[config.mk]
export PLATFORM = sky130hd
export DESIGN_NAME = axi_perf_sram_top
export DESIGN_NICKNAME = d
export VERILOG_FILES = /design/src/design/axi_bus_pkg.sv /design/src/design/perf_pkg.sv /design/src/design/axi_perf_writer.sv /design/src/design/axi_sram_wr_ctrl.sv /design/src/design/axi_perf_stats.sv /design/src/design/axi_perf_sram_top.sv
export VERILOG_INCLUDE_DIRS = /design/src /design/src/design
export SDC_FILE = /design/constraint.sdc
export NUM_CORES = 1
export LEC_CHECK = 0
export BUFFER_PORTS_ARGS = -buffer_cell sky130_fd_sc_hd__buf_2
export CAP_MARGIN = 20
export CORE_ASPECT_RATIO = 1.5
export CORE_MARGIN = 3
export CORE_UTILIZATION = 40
export CTS_CLUSTER_DIAMETER = 80
export DETAILED_ROUTE_END_ITERATION = 16
export PLACE_DENSITY_LB_ADDON = 0.25
export REMOVE_ABC_BUFFERS = 1
export SYNTH_ARGS = -nofsm -noshare
export SYNTH_HDL_FRONTEND = slang
export SYNTH_SLANG_ARGS = --single-unit
[constraint.sdc]
create_clock -name clk -period 4.6 [get_ports clk]
set_clock_uncertainty 0.2 [all_clocks]
set_input_delay 0 -clock clk [delete_from_list [all_inputs] [get_ports clk]]
set_output_delay 0 -clock clk [all_outputs]
set_load 0.05 [all_outputs]
[src/design/axi_perf_cfg.svh]
`ifndef AXI_PERF_CFG_SVH
`define AXI_PERF_CFG_SVH

// ====================
// SRAM geometry
// ====================

// Word address bits, kept small for simulation
`define SRAM_ADDR_WIDTH 10

// One SRAM word is one AXI beat
`define SRAM_DATA_WIDTH 16

// ====================
// Statistics
// ====================

`define STAT_WIDTH 32

`endif

[src/design/axi_bus_pkg.sv]
`include "axi_perf_cfg.svh"

package axi_bus_pkg;

  // ====================
  // AXI write channel fields
  // ====================

  // Byte address, one bit wider than the SRAM word address
  typedef logic [`SRAM_ADDR_WIDTH:0] axi_addr_t;

  typedef logic [`SRAM_DATA_WIDTH-1:0] axi_data_t;

  typedef logic [`SRAM_DATA_WIDTH/8-1:0] axi_strb_t;

  // Beats in a burst minus one
  typedef logic [7:0] axi_len_t;

  typedef logic [1:0] axi_resp_t;

  // Write response codes
  localparam axi_resp_t AXI_RESP_OKAY = 2'b00;

endpackage

[src/design/perf_pkg.sv]
`include "axi_perf_cfg.svh"

package perf_pkg;

  // SRAM pins
  typedef logic [`SRAM_ADDR_WIDTH-1:0] sram_addr_t;
  typedef logic [`SRAM_DATA_WIDTH-1:0] sram_data_t;

  // Run statistics and settings
  typedef logic [`STAT_WIDTH-1:0] stat_t;
  typedef logic [7:0] burst_cnt_t;

  // ====================
  // State machines
  // ====================

  typedef enum logic [1:0] {
    WR_IDLE,
    WR_ADDR,
    WR_DATA,
    WR_RESP
  } writer_state_t;

  typedef enum logic [1:0] {
    CT_IDLE,
    CT_SETUP,
    CT_STROBE,
    CT_RESP
  } ctrl_state_t;

endpackage

[src/design/axi_perf_writer.sv]
`timescale 1ns/1ns

module axi_perf_writer
  import axi_bus_pkg::*;
  import perf_pkg::*;
(
  input  logic       clk,
  input  logic       rst_n,

  input  logic       start,
  input  sram_addr_t base_word,
  input  axi_len_t   burst_len,
  input  burst_cnt_t burst_count,
  input  sram_data_t data_seed,
  output logic       busy,
  output logic       done,

  output logic       awvalid,
  input  logic       awready,
  output axi_addr_t  awaddr,
  output axi_len_t   awlen,
  output logic       wvalid,
  input  logic       wready,
  output axi_data_t  wdata,
  output axi_strb_t  wstrb,
  output logic       wlast,
  input  logic       bvalid,
  output logic       bready,
  input  axi_resp_t  bresp
);

  writer_state_t state;
  axi_len_t      beat_q;
  burst_cnt_t    left_q;
  logic          done_q;
  logic          bready_q;

  sram_addr_t    word_q;
  axi_len_t      len_q;
  sram_data_t    seed_q;

  logic          last_beat;

  assign last_beat = beat_q == len_q;

  always_ff @(posedge clk or negedge rst_n) begin
    if (!rst_n) begin
      state    <= WR_IDLE;
      beat_q   <= '0;
      left_q   <= '0;
      done_q   <= 1'b0;
      bready_q <= 1'b0;
    end else begin
      done_q   <= 1'b0;
      // B is taken one cycle after it shows up
      bready_q <= (state == WR_RESP) && bvalid && !bready_q;
      case (state)
        WR_IDLE: begin
          if (start) begin
            left_q <= burst_count;
            state  <= WR_ADDR;
          end
        end
        WR_ADDR: begin
          if (awready) begin
            beat_q <= '0;
            state  <= WR_DATA;
          end
        end
        WR_DATA: begin
          if (wready) begin
            beat_q <= beat_q + 1'b1;
            if (last_beat) state <= WR_RESP;
          end
        end
        WR_RESP: begin
          if (bvalid && bready_q) begin
            left_q <= left_q - 1'b1;
            if (left_q == burst_cnt_t'(1)) begin
              state  <= WR_IDLE;
              done_q <= 1'b1;
            end else begin
              state <= WR_ADDR;
            end
          end
        end
        default: state <= WR_IDLE;
      endcase
    end
  end

  // Run settings, word index walks across bursts and wraps at the top
  always_ff @(posedge clk) begin
    if (state == WR_IDLE && start) begin
      word_q <= base_word;
      len_q  <= burst_len;
      seed_q <= data_seed;
    end else if (state == WR_DATA && wready) begin
      word_q <= word_q + 1'b1;
    end
  end

  assign busy    = state != WR_IDLE;
  assign done    = done_q;
  assign awvalid = state == WR_ADDR;
  assign awaddr  = {word_q, 1'b0};
  assign awlen   = len_q;
  assign wvalid  = state == WR_DATA;
  assign wdata   = sram_data_t'(word_q) ^ seed_q;
  assign wstrb   = '1;
  assign wlast   = last_beat;
  assign bready  = bready_q;

  aw_hold: assert property (@(posedge clk) disable iff (!rst_n)
    awvalid && !awready |=> awvalid && $stable(awaddr) && $stable(awlen));

  b_okay: assert property (@(posedge clk) disable iff (!rst_n)
    bvalid && bready |-> bresp == AXI_RESP_OKAY);

endmodule

[src/design/axi_sram_wr_ctrl.sv]
`timescale 1ns/1ns

module axi_sram_wr_ctrl
  import axi_bus_pkg::*;
  import perf_pkg::*;
(
  input  logic       clk,
  input  logic       rst_n,

  input  logic       awvalid,
  output logic       awready,
  input  axi_addr_t  awaddr,
  input  axi_len_t   awlen,
  input  logic       wvalid,
  output logic       wready,
  input  axi_data_t  wdata,
  input  axi_strb_t  wstrb,
  input  logic       wlast,
  output logic       bvalid,
  input  logic       bready,
  output axi_resp_t  bresp,

  output sram_addr_t sram_addr,
  output sram_data_t sram_data,
  output logic       sram_we_n,
  output logic       sram_ce_n
);

  ctrl_state_t state;
  axi_len_t    beat_q;
  logic        we_half_q;

  sram_addr_t  addr_q;
  axi_len_t    len_q;

  logic        last_beat;

  assign last_beat = beat_q == len_q;

  always_ff @(posedge clk or negedge rst_n) begin
    if (!rst_n) begin
      state  <= CT_IDLE;
      beat_q <= '0;
    end else begin
      case (state)
        CT_IDLE: begin
          if (awvalid) begin
            beat_q <= '0;
            state  <= CT_SETUP;
          end
        end
        CT_SETUP: begin
          if (wvalid) state <= CT_STROBE;
        end
        CT_STROBE: begin
          beat_q <= beat_q + 1'b1;
          state  <= last_beat ? CT_RESP : CT_SETUP;
        end
        CT_RESP: begin
          if (bready) state <= CT_IDLE;
        end
        default: state <= CT_IDLE;
      endcase
    end
  end

  // Word address from the byte address, then one word per beat
  always_ff @(posedge clk) begin
    if (awvalid && awready) begin
      addr_q <= sram_addr_t'(awaddr >> 1);
      len_q  <= awlen;
    end else if (state == CT_STROBE) begin
      addr_q <= addr_q + 1'b1;
    end
  end

  // we_n rises mid strobe so address and data hold past the rising edge
  always_ff @(negedge clk or negedge rst_n) begin
    if (!rst_n) begin
      we_half_q <= 1'b0;
    end else begin
      we_half_q <= state == CT_STROBE;
    end
  end

  assign awready = state == CT_IDLE;
  assign wready  = state == CT_STROBE;
  assign bvalid  = state == CT_RESP;
  assign bresp   = AXI_RESP_OKAY;

  assign sram_addr = addr_q;
  // No byte lanes on the part, partial beats are dropped
  assign sram_data = wdata;
  assign sram_we_n = !(state == CT_STROBE && !we_half_q && (&wstrb));
  assign sram_ce_n = !(state == CT_SETUP || state == CT_STROBE);

  wlast_match: assert property (@(posedge clk) disable iff (!rst_n)
    wvalid && wready |-> wlast == last_beat);

  // Strobe is only seen low before the falling edge, on the setup address and data
  we_in_ce: assert property (@(negedge clk) disable iff (!rst_n)
    !sram_we_n |-> !sram_ce_n && $stable(sram_addr) && $stable(sram_data));

endmodule

[src/design/axi_perf_stats.sv]
`timescale 1ns/1ns

module axi_perf_stats
  import perf_pkg::*;
(
  input  logic  clk,
  input  logic  rst_n,
  input  logic  start,
  input  logic  done,
  input  logic  w_fire,
  input  logic  b_fire,
  output stat_t cycles,
  output stat_t beats,
  output stat_t bursts
);

  logic busy_q;
  logic accept;

  // Writer is idle again in the done cycle
  assign accept = start && (!busy_q || done);

  always_ff @(posedge clk or negedge rst_n) begin
    if (!rst_n) begin
      busy_q <= 1'b0;
      cycles <= '0;
      beats  <= '0;
      bursts <= '0;
    end else if (accept) begin
      busy_q <= 1'b1;
      cycles <= '0;
      beats  <= '0;
      bursts <= '0;
    end else begin
      if (done) busy_q <= 1'b0;
      if (busy_q) cycles <= cycles + 1'b1;
      if (w_fire) beats <= beats + 1'b1;
      if (b_fire) bursts <= bursts + 1'b1;
    end
  end

endmodule

[src/design/axi_perf_sram_top.sv]
`timescale 1ns/1ns

module axi_perf_sram_top
  import axi_bus_pkg::*;
  import perf_pkg::*;
(
  input  logic       clk,
  input  logic       rst_n,

  input  logic       start,
  input  sram_addr_t base_word,
  input  axi_len_t   burst_len,
  input  burst_cnt_t burst_count,
  input  sram_data_t data_seed,
  output logic       busy,
  output logic       done,
  output stat_t      cycles,
  output stat_t      beats,
  output stat_t      bursts,

  output sram_addr_t sram_addr,
  output sram_data_t sram_data,
  output logic       sram_we_n,
  output logic       sram_ce_n
);

  logic      awvalid;
  logic      awready;
  axi_addr_t awaddr;
  axi_len_t  awlen;
  logic      wvalid;
  logic      wready;
  axi_data_t wdata;
  axi_strb_t wstrb;
  logic      wlast;
  logic      bvalid;
  logic      bready;
  axi_resp_t bresp;

  logic      w_fire;
  logic      b_fire;

  assign w_fire = wvalid & wready;
  assign b_fire = bvalid & bready;

  axi_perf_writer u_writer (
    .clk        (clk),
    .rst_n      (rst_n),
    .start      (start),
    .base_word  (base_word),
    .burst_len  (burst_len),
    .burst_count(burst_count),
    .data_seed  (data_seed),
    .busy       (busy),
    .done       (done),
    .awvalid    (awvalid),
    .awready    (awready),
    .awaddr     (awaddr),
    .awlen      (awlen),
    .wvalid     (wvalid),
    .wready     (wready),
    .wdata      (wdata),
    .wstrb      (wstrb),
    .wlast      (wlast),
    .bvalid     (bvalid),
    .bready     (bready),
    .bresp      (bresp)
  );

  axi_sram_wr_ctrl u_ctrl (
    .clk      (clk),
    .rst_n    (rst_n),
    .awvalid  (awvalid),
    .awready  (awready),
    .awaddr   (awaddr),
    .awlen    (awlen),
    .wvalid   (wvalid),
    .wready   (wready),
    .wdata    (wdata),
    .wstrb    (wstrb),
    .wlast    (wlast),
    .bvalid   (bvalid),
    .bready   (bready),
    .bresp    (bresp),
    .sram_addr(sram_addr),
    .sram_data(sram_data),
    .sram_we_n(sram_we_n),
    .sram_ce_n(sram_ce_n)
  );

  axi_perf_stats u_stats (
    .clk   (clk),
    .rst_n (rst_n),
    .start (start),
    .done  (done),
    .w_fire(w_fire),
    .b_fire(b_fire),
    .cycles(cycles),
    .beats (beats),
    .bursts(bursts)
  );

endmodule

Word-level counts from Yosys, hierarchy flattened --
Cells that the tools add are included.
Storage, ports and cells: output and inout port bits 126, word-level logic and storage cells 112, bits of input ports 45, bits in latches 0, ROM bits 0, register bits after elaboration 180, memories 0, bits in writable memories 0
Cells by class: multiply operators 0, add/sub/neg operators 8, divide/modulo/power cells 0, bitwise logic cells 3, reductions and logical operators 32, $lt $le $gt $ge 0, eq/ne operators 17, shift-type cells 0, mux-type cells 35
Operators by type and width (number):
- $mux W32 | 6
- $add A32 B1 Y32 const B | 3
- $pmux W8 S2 | 3
- $mux W10 | 4
- $mux W8 | 5
- $add A10 B1 Y10 const B | 2
- $reduce_bool A2 Y1 | 10
- $mux W2 | 9
- $add A8 B1 Y8 const B | 2
- $eq A8 B8 Y1 | 2
- $pmux W2 S4 | 2
- $xor A10 B16 Y16 | 1
- $reduce_and A3 Y1 | 3
- $eq A2 B2 Y1 const B | 4
- $eq A8 B1 Y1 const B | 1
- $logic_and A1 B1 Y1 | 8
- $ne A2 B1 Y1 const B | 4
- $ne A2 B2 Y1 const B | 4
- $sub A8 B1 Y8 const B | 1
- $mux W1 | 6
- $logic_not A1 Y1 | 5
- $reduce_and A5 Y1 | 1
- $eq A2 B1 Y1 const B | 2
- $logic_not A2 Y1 | 2
- other kinds (3) | 5

Longest topological paths before layout --
Gate-level depths: netlist of the first run.
depth after elaboration 4, gate-level depth with buffers 9, mapped depth without buffers 7

Modules after synthesis --
A second synthesis of the first run with hierarchy kept.
Unflattened totals: cell total of the unflattened synthesis 950, area total of the unflattened synthesis 9582.9 µm²
By module, submodules not included:
- axi_perf_stats | sequential area each 2427.3 µm², cells an instance 547, area an instance 5129.9 µm², times used 1
- axi_perf_writer | sequential area each 1521.5 µm², cells an instance 250, area an instance 2811.4 µm², times used 1
- axi_sram_wr_ctrl | sequential area each 815.8 µm², cells an instance 151, area an instance 1629.1 µm², times used 1
- axi_perf_sram_top | sequential area each 0.0 µm², cells an instance 2, area an instance 12.5 µm², times used 1

==> metrics.md, run 1 <==
| Metric | Value |
|---|---|
| Setup Crit Path Kind | register to output pin |
| Gate Count Post-Synth | 870 |
| Total core area | 21900 um2 |
| Pins Over Slew Limit | 0 |
| Starting Density | 40.9% |
| Max-cap violations | 0 |
| CTS buffer count | 17 |
| Setup-failing EPs final | 0 |
| Ant. Diodes | 0 |
| NumNets Final | 1133 |
| EDFF count, synth | 52 |
| Vias | 6824 |
| Worst hold path class | input pin to register |
| Clock net sink count | 180 |
| Commonest non-fill, non-tap cells in the layout | buf_2, dfrtp_1, nor2_1, xor2_1, nand2_1 |
| Flop pwr share | 35.9% |
| Post_cts resized | 0 |
| Overall power | 7520 uW |
| Vias in the first global route | 6717 |
| Worst-path fanout max | 1 |
| #FFs+latches synth | 180 |
| Setup WS post-layout | 0.909 ns |
| Status | completed |
| Maximum vdd drop | 0.000405 V |
| Area Overhead vs Synth | 23.2% |
| Synth cell types | 54 |
| Gp weighted congestion | 0.798 |
| Leading cell type in the layout, fill and taps excluded | buf_2 |
| Worst Tran Pin Value | 1.08 ns |
| Share of cells above drive strength 1 | 21.7% |
| Die W | 128 um |
| First-pass iteration count of the detailed router | 5 |
| Clock power frac | 19.1% |
| Vias per cell | 5.03 |
| Pleak | 0.00453 uW |
| CP Capture Type | output pin |
| Dominant synthesized flop cell | dfrtp_1 |
| Tot GR Track Use | 17.4% |
| Post-route ant nets | 0 |
| Number of top-level pins | 171 |
| Setup tns final | 0 ns |
| Row count | 66 |
| Chip Height | 189 um |
| Clk pin slew, worst setup/hold paths | 0.08 ns |
| DP Wirelength | 14300 um |
| Clock Latency Late Sink | 0.43 ns |
| Required @ worst endpoint | 4.40 ns |
| Initial antenna violation count | 0 |
| Unrepaired setup endpoints after global routing | no |
| First-pass GRT wire length | 34300 um |
| Internal | 3900 uW |
| Root buffer cell | clkbuf_16 |
| P_sw | 3630 uW |
| Port Buffers | 170 |
| WL per Instance | 15.1 um |
| Sw Ratio | 48.2% |
| Post-synthesis sequential area ratio | 53.2% |
| Post-Syn Area | 8950 um2 |
| Residual DRC count | 0 |
| Final Hold Fails | 0 |
| Combinational fraction of design power | 45.0% |
| Fillers | 2014 |
| Crit start category | register |
| CTS Buffer Depth | 2 |
| Pin count of the biggest net entering global routing | 97 |
| Pwr Density | 682 nW/um2 |
| Die area | 24300 um2 |
| TritonCTS clock tree | built |
| CP Data Arrival Time | 3.49 ns |
| Total grt overflow | 0 |
| Fraction of registers with async set/reset | 71.1% |
| Max H-tree Level | 4 |
| Dpl ws | 1.25 ns |
| Synth warn | 0 |
| Starting DRT DRC Count | 409 |
| Synthesized area per cell | 10.3 um2 |
| Final core utilization | 50.4% |
| Max-slew headroom | 28.2% |
| DRT Wirelength | 20500 um |
[worst paths after layout]
kind / startpoint / end / slack, ns / depth (start not counted)
setup / recovery: u_ctrl.we_half_q / sram_we_n / 0.91 / 2
hold / removal: data_seed[6] / u_writer.seed_q[6] / 0.07 / 2
setup reg to reg: u_ctrl.state[0] / u_ctrl.we_half_q / 1.21 / 2
hold reg to reg: u_writer.awlen[7] / u_ctrl.len_q[7] / 0.28 / 0
max in group asynchronous: rst_n / u_ctrl.we_half_q / 2.15 / 2
min in group asynchronous: rst_n / u_stats.bursts[27] / 0.09 / 3
[Yosys cell counts, drive strengths merged, types with 10 or more instances]
master,instances,share of area (%)
nand3,39,2.5
clkbuf,24,1.1
xor2,96,9.4
edfxtp,52,17
dfrtp,127,35
nor3,14,0.78
xnor2,39,3.8
a21oi,38,2.1
and4,12,1.2
inv,23,1.0
buf,16,1.2
and2,11,0.78
nand2,74,3.2
nand4,52,3.8
and3,16,1.1
nor4,10,1.1
ha,17,2.4
nor2,127,5.3
or3,12,0.84
o21ai,35,2.0
[critical path: stages (launching register included)]
cell and delay [ns]:
dfrtn_1 0.37, nand2b_1 0.13, buf_2 0.28
[repair_timing]
item | in CTS | in global routing
hold endpoints to repair | 102 | 0
hold buffers | 44 | 0
buffers inserted | 0 | 0
[cell type report]
type / instances / area, um2 / share of cell area [%]
sequential: 180 / 4760 / 43.2
multi-input combinational: 627 / 3910 / 35.4
timing repair buffer: 222 / 1350 / 12.3
clock buffer: 18 / 429 / 3.89
tap: 272 / 340 / 3.09
clock inverter: 14 / 143 / 1.29
inverter: 23 / 91.3 / 0.828
[per-stage QoR]
step / instances / hold WS [ns] / instance area [um2]
floorplan: 830 / -0.496 / 8750
global placement: 1279 / -0.0237 / 10000
detailed placement: 1279 / -0.0219 / 10000
CTS: 1355 / 0.0363 / 11000
global route: 1356 / 0.0519 / 11000
finish: 1356 / 0.0666 / 11000
[kinds of logic (layout without fill, tap and decap cells)]
logic type      count (synthesis)  in the layout  share of synthesized area (%)
simple gates                  380            380                           21.6
flops                         180            180                           53.2
xor+xnor                      135            135                           13.2
compound gates                 87             87                           5.32
buf+inv                        63            277                           3.34
fa+ha+maj                      17             17                           2.38
mux                             8              8                          0.936
[layer usage]
layer / routed length, um / vias up / global-route usage (%)
met1: 8910 / 3227 / 21.9
met4: 306 / 0 / 5.88
met3: 925 / 15 / 4.12
li1: - / 3410 / -
met2: 10400 / 172 / 29.5
met5: 0 / - / 0
[power by group through the flow]
stage          sequential [uW]  combinational [uW]  clock, uW
2_1_floorplan             3650                1520          0
3_3_place_gp              2710                3330          0
3_5_place_dp              2730                3360          0
4_1_cts                   2700                3400       1480
5_1_grt                   2790                3690       1540
6_report                  2700                3390       1440
[sequential cells by signal, indices dropped and copies added, names as in the netlist, 2 cells and up]
| register | count |
|---|---|
| u_ctrl.state | 2 |
| u_ctrl.len_q | 8 |
| u_writer.word_q | 10 |
| u_ctrl.sram_addr | 10 |
| u_writer.state | 2 |
| u_ctrl.beat_q | 8 |
| u_writer.left_q | 8 |
| u_writer.seed_q | 16 |
| u_stats.beats | 32 |
| u_writer.beat_q | 8 |
| u_stats.bursts | 32 |
| u_writer.awlen | 8 |
| u_stats.cycles | 32 |
Note: power is estimated with default switching activity, not from simulation.
==> run 2, diff against run 1 <==
Clock period 4.6 ns to 3.6 ns, I/O delays scaled along.
==> run 2 against run 1 <==
Compared with the run above: non-clock buffer count grew 6; utilization increased by 0.30 points; first-iteration DRC count is 2.2% higher; global-route usage rose by 0.32 points; design area is 0.60% higher; power grew 28%; critical path depth stayed put; routed wire length rose by 1.8%; hold slack improved by 0.0029 ns; sequential power rose by 28%; via count is 1.8% higher; critical path type unchanged; largest power group unchanged; highest routed layer unchanged.
==> metrics.md, run 2 (synthesis results as in run 1) <==
| Metric | Value |
|---|---|
| Setup-failing EPs final | 0 |
| Worst hold path class | input pin to register |
| Max-slew headroom | 28.5% |
| WL per Instance | 15.3 um |
| Post_cts resized | 0 |
| Row count | 66 |
| Overall power | 9640 uW |
| Required @ worst endpoint | 3.40 ns |
| Setup Crit Path Kind | register to output pin |
| Register Area | 4760 um2 |
| DP Wirelength | 14700 um |
| CP Data Arrival Time | 2.99 ns |
| Number of top-level pins | 171 |
| Area of the multi-input gates | 3910 um2 |
| Residual DRC count | 0 |
| Largest regs | u_stats.beats x32, u_stats.bursts x32, u_stats.cycles x32 |
| Post-route ant nets | 0 |
| Crit start category | register |
| Setup WS post-layout | 0.406 ns |
| Total grt overflow | 0 |
| Share of cells above drive strength 1 | 21.9% |
| Setup tns final | 0 ns |
| Pwr Density | 869 nW/um2 |
| CP Capture Type | output pin |
| Root buffer cell | clkbuf_16 |
| Initial antenna violation count | 0 |
| Status | completed |
| Clk pin slew, worst setup/hold paths | 0.07 ns |
| Final Hold Fails | 0 |
| CTS buffer count | 17 |
| CTS Hold Buffers Added | 48 |
| Unrepaired setup endpoints after global routing | no |
| Worst-path fanout max | 1 |
| Die W | 128 um |
| Worst Tran Pin Value | 1.07 ns |
| Gp weighted congestion | 0.795 |
| Leading cell type in the layout, fill and taps excluded | buf_2 |
| Starting Density | 40.9% |
| Dpl ws | 0.745 ns |
| Setup crit start | u_ctrl.we_half_q |
| Total core area | 21900 um2 |
| Vias in the first global route | 7080 |
| Fillers | 1991 |
| Commonest non-fill, non-tap cells in the layout | buf_2, dfrtp_1, nor2_1, xor2_1, nand2_1 |
| Area Overhead vs Synth | 23.9% |
| Vias | 6945 |
| NumNets Final | 1139 |
| HP Start | data_seed[7] |
| Clock net sink count | 180 |
| CTS Buffer Depth | 2 |
| DRT Wirelength | 20900 um |
| First-pass GRT wire length | 35000 um |
| Vias per cell | 5.10 |
| Port Buffers | 170 |
| Tot GR Track Use | 17.8% |
| TritonCTS clock tree | built |
| Pins Over Slew Limit | 0 |
| First-pass iteration count of the detailed router | 5 |
| Worst R2R Start | u_ctrl.state[0] |
| Max H-tree Level | 4 |
| Pin count of the biggest net entering global routing | 97 |
| Pleak | 0.00456 uW |
| Postcts setup bufs | 0 |
| Clock Latency Late Sink | 0.43 ns |
| Max-cap violations | 0 |
| Ant. Diodes | 0 |
| Chip Height | 189 um |
| Maximum vdd drop | 0.000428 V |
| Die area | 24300 um2 |
| Starting DRT DRC Count | 418 |
## run 2: metal layers
layer	wire, um	share of wire [%]	track usage (%)	up-vias
met2	10600	51	30.7	150
met4	360	1.7	6.05	0
li1	-	-	-	3416
met3	917	4.4	3.90	18
met1	9000	43	21.8	3361
met5	0	0	0	-
## run 2: cell type report
cell class / instances / area share [%]
Clock buffer: 19 / 4.03
Inverter: 23 / 0.823
Sequential cell: 180 / 42.9
Multi-Input combinational cell: 627 / 35.2
Timing Repair Buffer: 228 / 12.8
Clock inverter: 13 / 1.14
Tap cell: 272 / 3.07
## run 2: path summary, 6_finish.rpt
path	endpoint	slack [ns]	cells after the start
worst min-delay path	u_writer.seed_q[7]	0.07	2
worst min register to register	u_ctrl.len_q[4]	0.29	0
worst max-delay path	sram_we_n	0.41	2
max in group asynchronous	u_ctrl.we_half_q	1.09	3
min in group asynchronous	u_stats.bursts[25]	0.44	4
worst max register to register	u_ctrl.we_half_q	0.71	2
## run 2: power by group
group          switching (uW)  internal [uW]
clock network             833            987
logic                    3110           1250
registers                 676           2790
## run 2: worst max-delay path: stages (launching register included)
cell and delay [ns]:
dfrtn_1 0.38, nand2b_1 0.14, buf_2 0.28
## run 2: metrics by stage
step | instances | hold WS [ns] | utilization, % | cell area, um2
6_report | 1362 | 0.0695 | 50.7 | 11100
5_1_grt | 1362 | 0.0602 | 50.7 | 11100
4_1_cts | 1362 | 0.0429 | 50.7 | 11100
3_5_place_dp | 1282 | -0.210 | 45.8 | 10000
3_3_place_gp | 1282 | -0.214 | 45.8 | 10000
2_1_floorplan | 830 | -0.496 | - | 8750
==> run 3, diff against run 2 <==
Settings changed: REMOVE_ABC_BUFFERS 1 to not set.
Clock period 3.6 ns to 3.4 ns, I/O delays scaled along.
==> run 3 against run 2 <==
Compared with the run above: power increased by 4.7%; routed wire length is 2.3% lower; largest cell class unchanged; worst setup slack lost 0.058 ns; sequential power rose by 5.8%; hold slack got worse by 0.0046 ns; highest routed layer unchanged; critical path type unchanged; design area decreased by 0.16%; sequential share of layout area increased by 0.068 points; combinational power rose by 4%.
==> metrics.md, run 3 (synthesis results as in run 1) <==
| Metric | Value |
|---|---|
| Pins Over Slew Limit | 0 |
| Max-cap violations | 0 |
| Clock net sink count | 180 |
| Setup Crit Path Kind | register to output pin |
| Gp weighted congestion | 0.831 |
| Root buffer cell | clkbuf_16 |
| Pin count of the biggest net entering global routing | 59 |
| Total grt overflow | 0 |
| Combinational fraction of design power | 45.1% |
| Chip Height | 189 um |
| Starting DRT DRC Count | 322 |
| CTS buffer count | 17 |
| Required @ worst endpoint | 3.20 ns |
| Worst-path fanout max | 1 |
| Worst Tran Pin Value | 0.804 ns |
| Internal | 5270 uW |
| M1 WL | 8430 um |
| CP Data Arrival Time | 2.85 ns |
| Routed met2 length | 10400 um |
| Starting Density | 40.9% |
| P_sw | 4820 uW |
| Pleak | 0.00456 uW |
| Tot GR Track Use | 17.5% |
| Post_cts resized | 0 |
| Max H-tree Level | 4 |
| Worst R2R Start | u_ctrl.state[0] |
| Maximum vdd drop | 0.000535 V |
| Leading cell type in the layout, fill and taps excluded | buf_2 |
| DRT Wirelength | 20400 um |
| CP Capture Type | output pin |
| Sw Ratio | 47.8% |
| Pwr Density | 911 nW/um2 |
| Residual DRC count | 0 |
| Uppermost routed layer | met4 |
| Die W | 128 um |
| Vias per cell | 5.08 |
| Met3 wire length | 1010 um |
| Area Overhead vs Synth | 23.7% |
| NumNets Final | 1138 |
| Port Buffers | 170 |
| TritonCTS clock tree | built |
| Vias in the first global route | 7004 |
| Row count | 66 |
| First-pass iteration count of the detailed router | 5 |
| Crit start category | register |
| Post-synth net total | 932 |
| Total core area | 21900 um2 |
| Status | completed |
| Max-slew headroom | 46.2% |
| Vias | 6917 |
| Post-route ant nets | 0 |
| Commonest non-fill, non-tap cells in the layout | buf_2, dfrtp_1, nor2_1, xor2_1, nand2_1 |
| Die area | 24300 um2 |
| WL per Instance | 15.0 um |
| Worst hold path class | input pin to register |
| Final Hold Fails | 0 |
| Share of cells above drive strength 1 | 21.9% |
| CTS Buffer Depth | 2 |
| Dpl ws | 0.666 ns |
| First-pass GRT wire length | 34200 um |
| Setup tns final | 0 ns |
| Setup-failing EPs final | 0 |
| Setup crit start | u_ctrl.we_half_q |
| Largest regs | u_stats.beats x32, u_stats.bursts x32, u_stats.cycles x32 |
| Flop pwr share | 36.2% |
| Clk pin slew, worst setup/hold paths | 0.07 ns |
| Unrepaired setup endpoints after global routing | no |
| Setup WS post-layout | 0.348 ns |
| Clock power frac | 18.6% |
| DP Wirelength | 14500 um |
| Initial antenna violation count | 0 |
| HP Start | data_seed[4] |
| Ant. Diodes | 0 |
| Clock Latency Late Sink | 0.43 ns |
| Number of top-level pins | 171 |
## run 3: changes by cell type in the layout (fill, tap and decap cells not counted), sizes merged
cell	change
clkinvlp	-1
clkbuf	+3
bufinv	-1
dlygate4sd3	-2
buf	+1
clkinv	-1
## run 3: metal layers
metal	vias up	global-route usage, %
met5	-	0
li1	3409	-
met3	37	3.98
met2	170	29.8
met1	3301	21.2
met4	0	7.11
## run 3: area by class of cell
cell class	instances	area, um2
Fill cell	2014	10800
Sequential cell	180	4760
Multi-Input combinational cell	627	3910
Timing Repair Buffer	227	1410
Clock buffer	22	485
Tap cell	272	340
Inverter	23	91.3
Clock inverter	10	72.6
## run 3: worst paths after layout
| path | to | slack (ns) | depth (start not counted) |
|---|---|---|---|
| setup / recovery | sram_we_n | 0.35 | 2 |
| hold / removal | u_writer.seed_q[4] | 0.06 | 2 |
| setup reg to reg | u_ctrl.we_half_q | 0.63 | 2 |
| hold reg to reg | u_ctrl.len_q[6] | 0.28 | 0 |
| max in group asynchronous | u_ctrl.we_half_q | 1.53 | 2 |
| min in group asynchronous | u_ctrl.beat_q[5] | 0.13 | 3 |
## run 3: repair_timing
| action | in CTS | in global routing |
|---|---|---|
| buffers inserted | 0 | 0 |
| hold endpoints to repair | 220 | 0 |
| hold buffers | 45 | 0 |
| endpoints found under the setup margin | 0 | 0 |
## run 3: through the flow
| step | total power, uW | util (%) | instances | hold WS (ns) | instance area (um2) |
|---|---|---|---|---|---|
| after CTS | 10200 | 50.6 | 1361 | 0.0347 | 11100 |
| after global routing | 10800 | 50.6 | 1361 | 0.0576 | 11100 |
| after detailed placement | 8250 | 46.0 | 1284 | -0.347 | 10100 |
| final | 10100 | 50.6 | 1361 | 0.0649 | 11100 |
| after floorplan | 7060 | - | 870 | -0.496 | 8950 |
| after global placement | 8190 | 46.0 | 1284 | -0.348 | 10100 |
## run 3: critical path, cell delays in order, from the launching register on
cell	delay [ns]
dfrtn_1	0.38
nand2b_1	0.10
buf_2	0.26
## run 3: power by group through the flow
stage / Sequential (uW) / Combinational [uW] / Clock (uW)
2_1_floorplan: 4880 / 2180 / 0
3_3_place_gp: 3680 / 4510 / 0
3_5_place_dp: 3690 / 4550 / 0
4_1_cts: 3660 / 4610 / 1940
5_1_grt: 3780 / 4980 / 2010
6_report: 3660 / 4550 / 1880
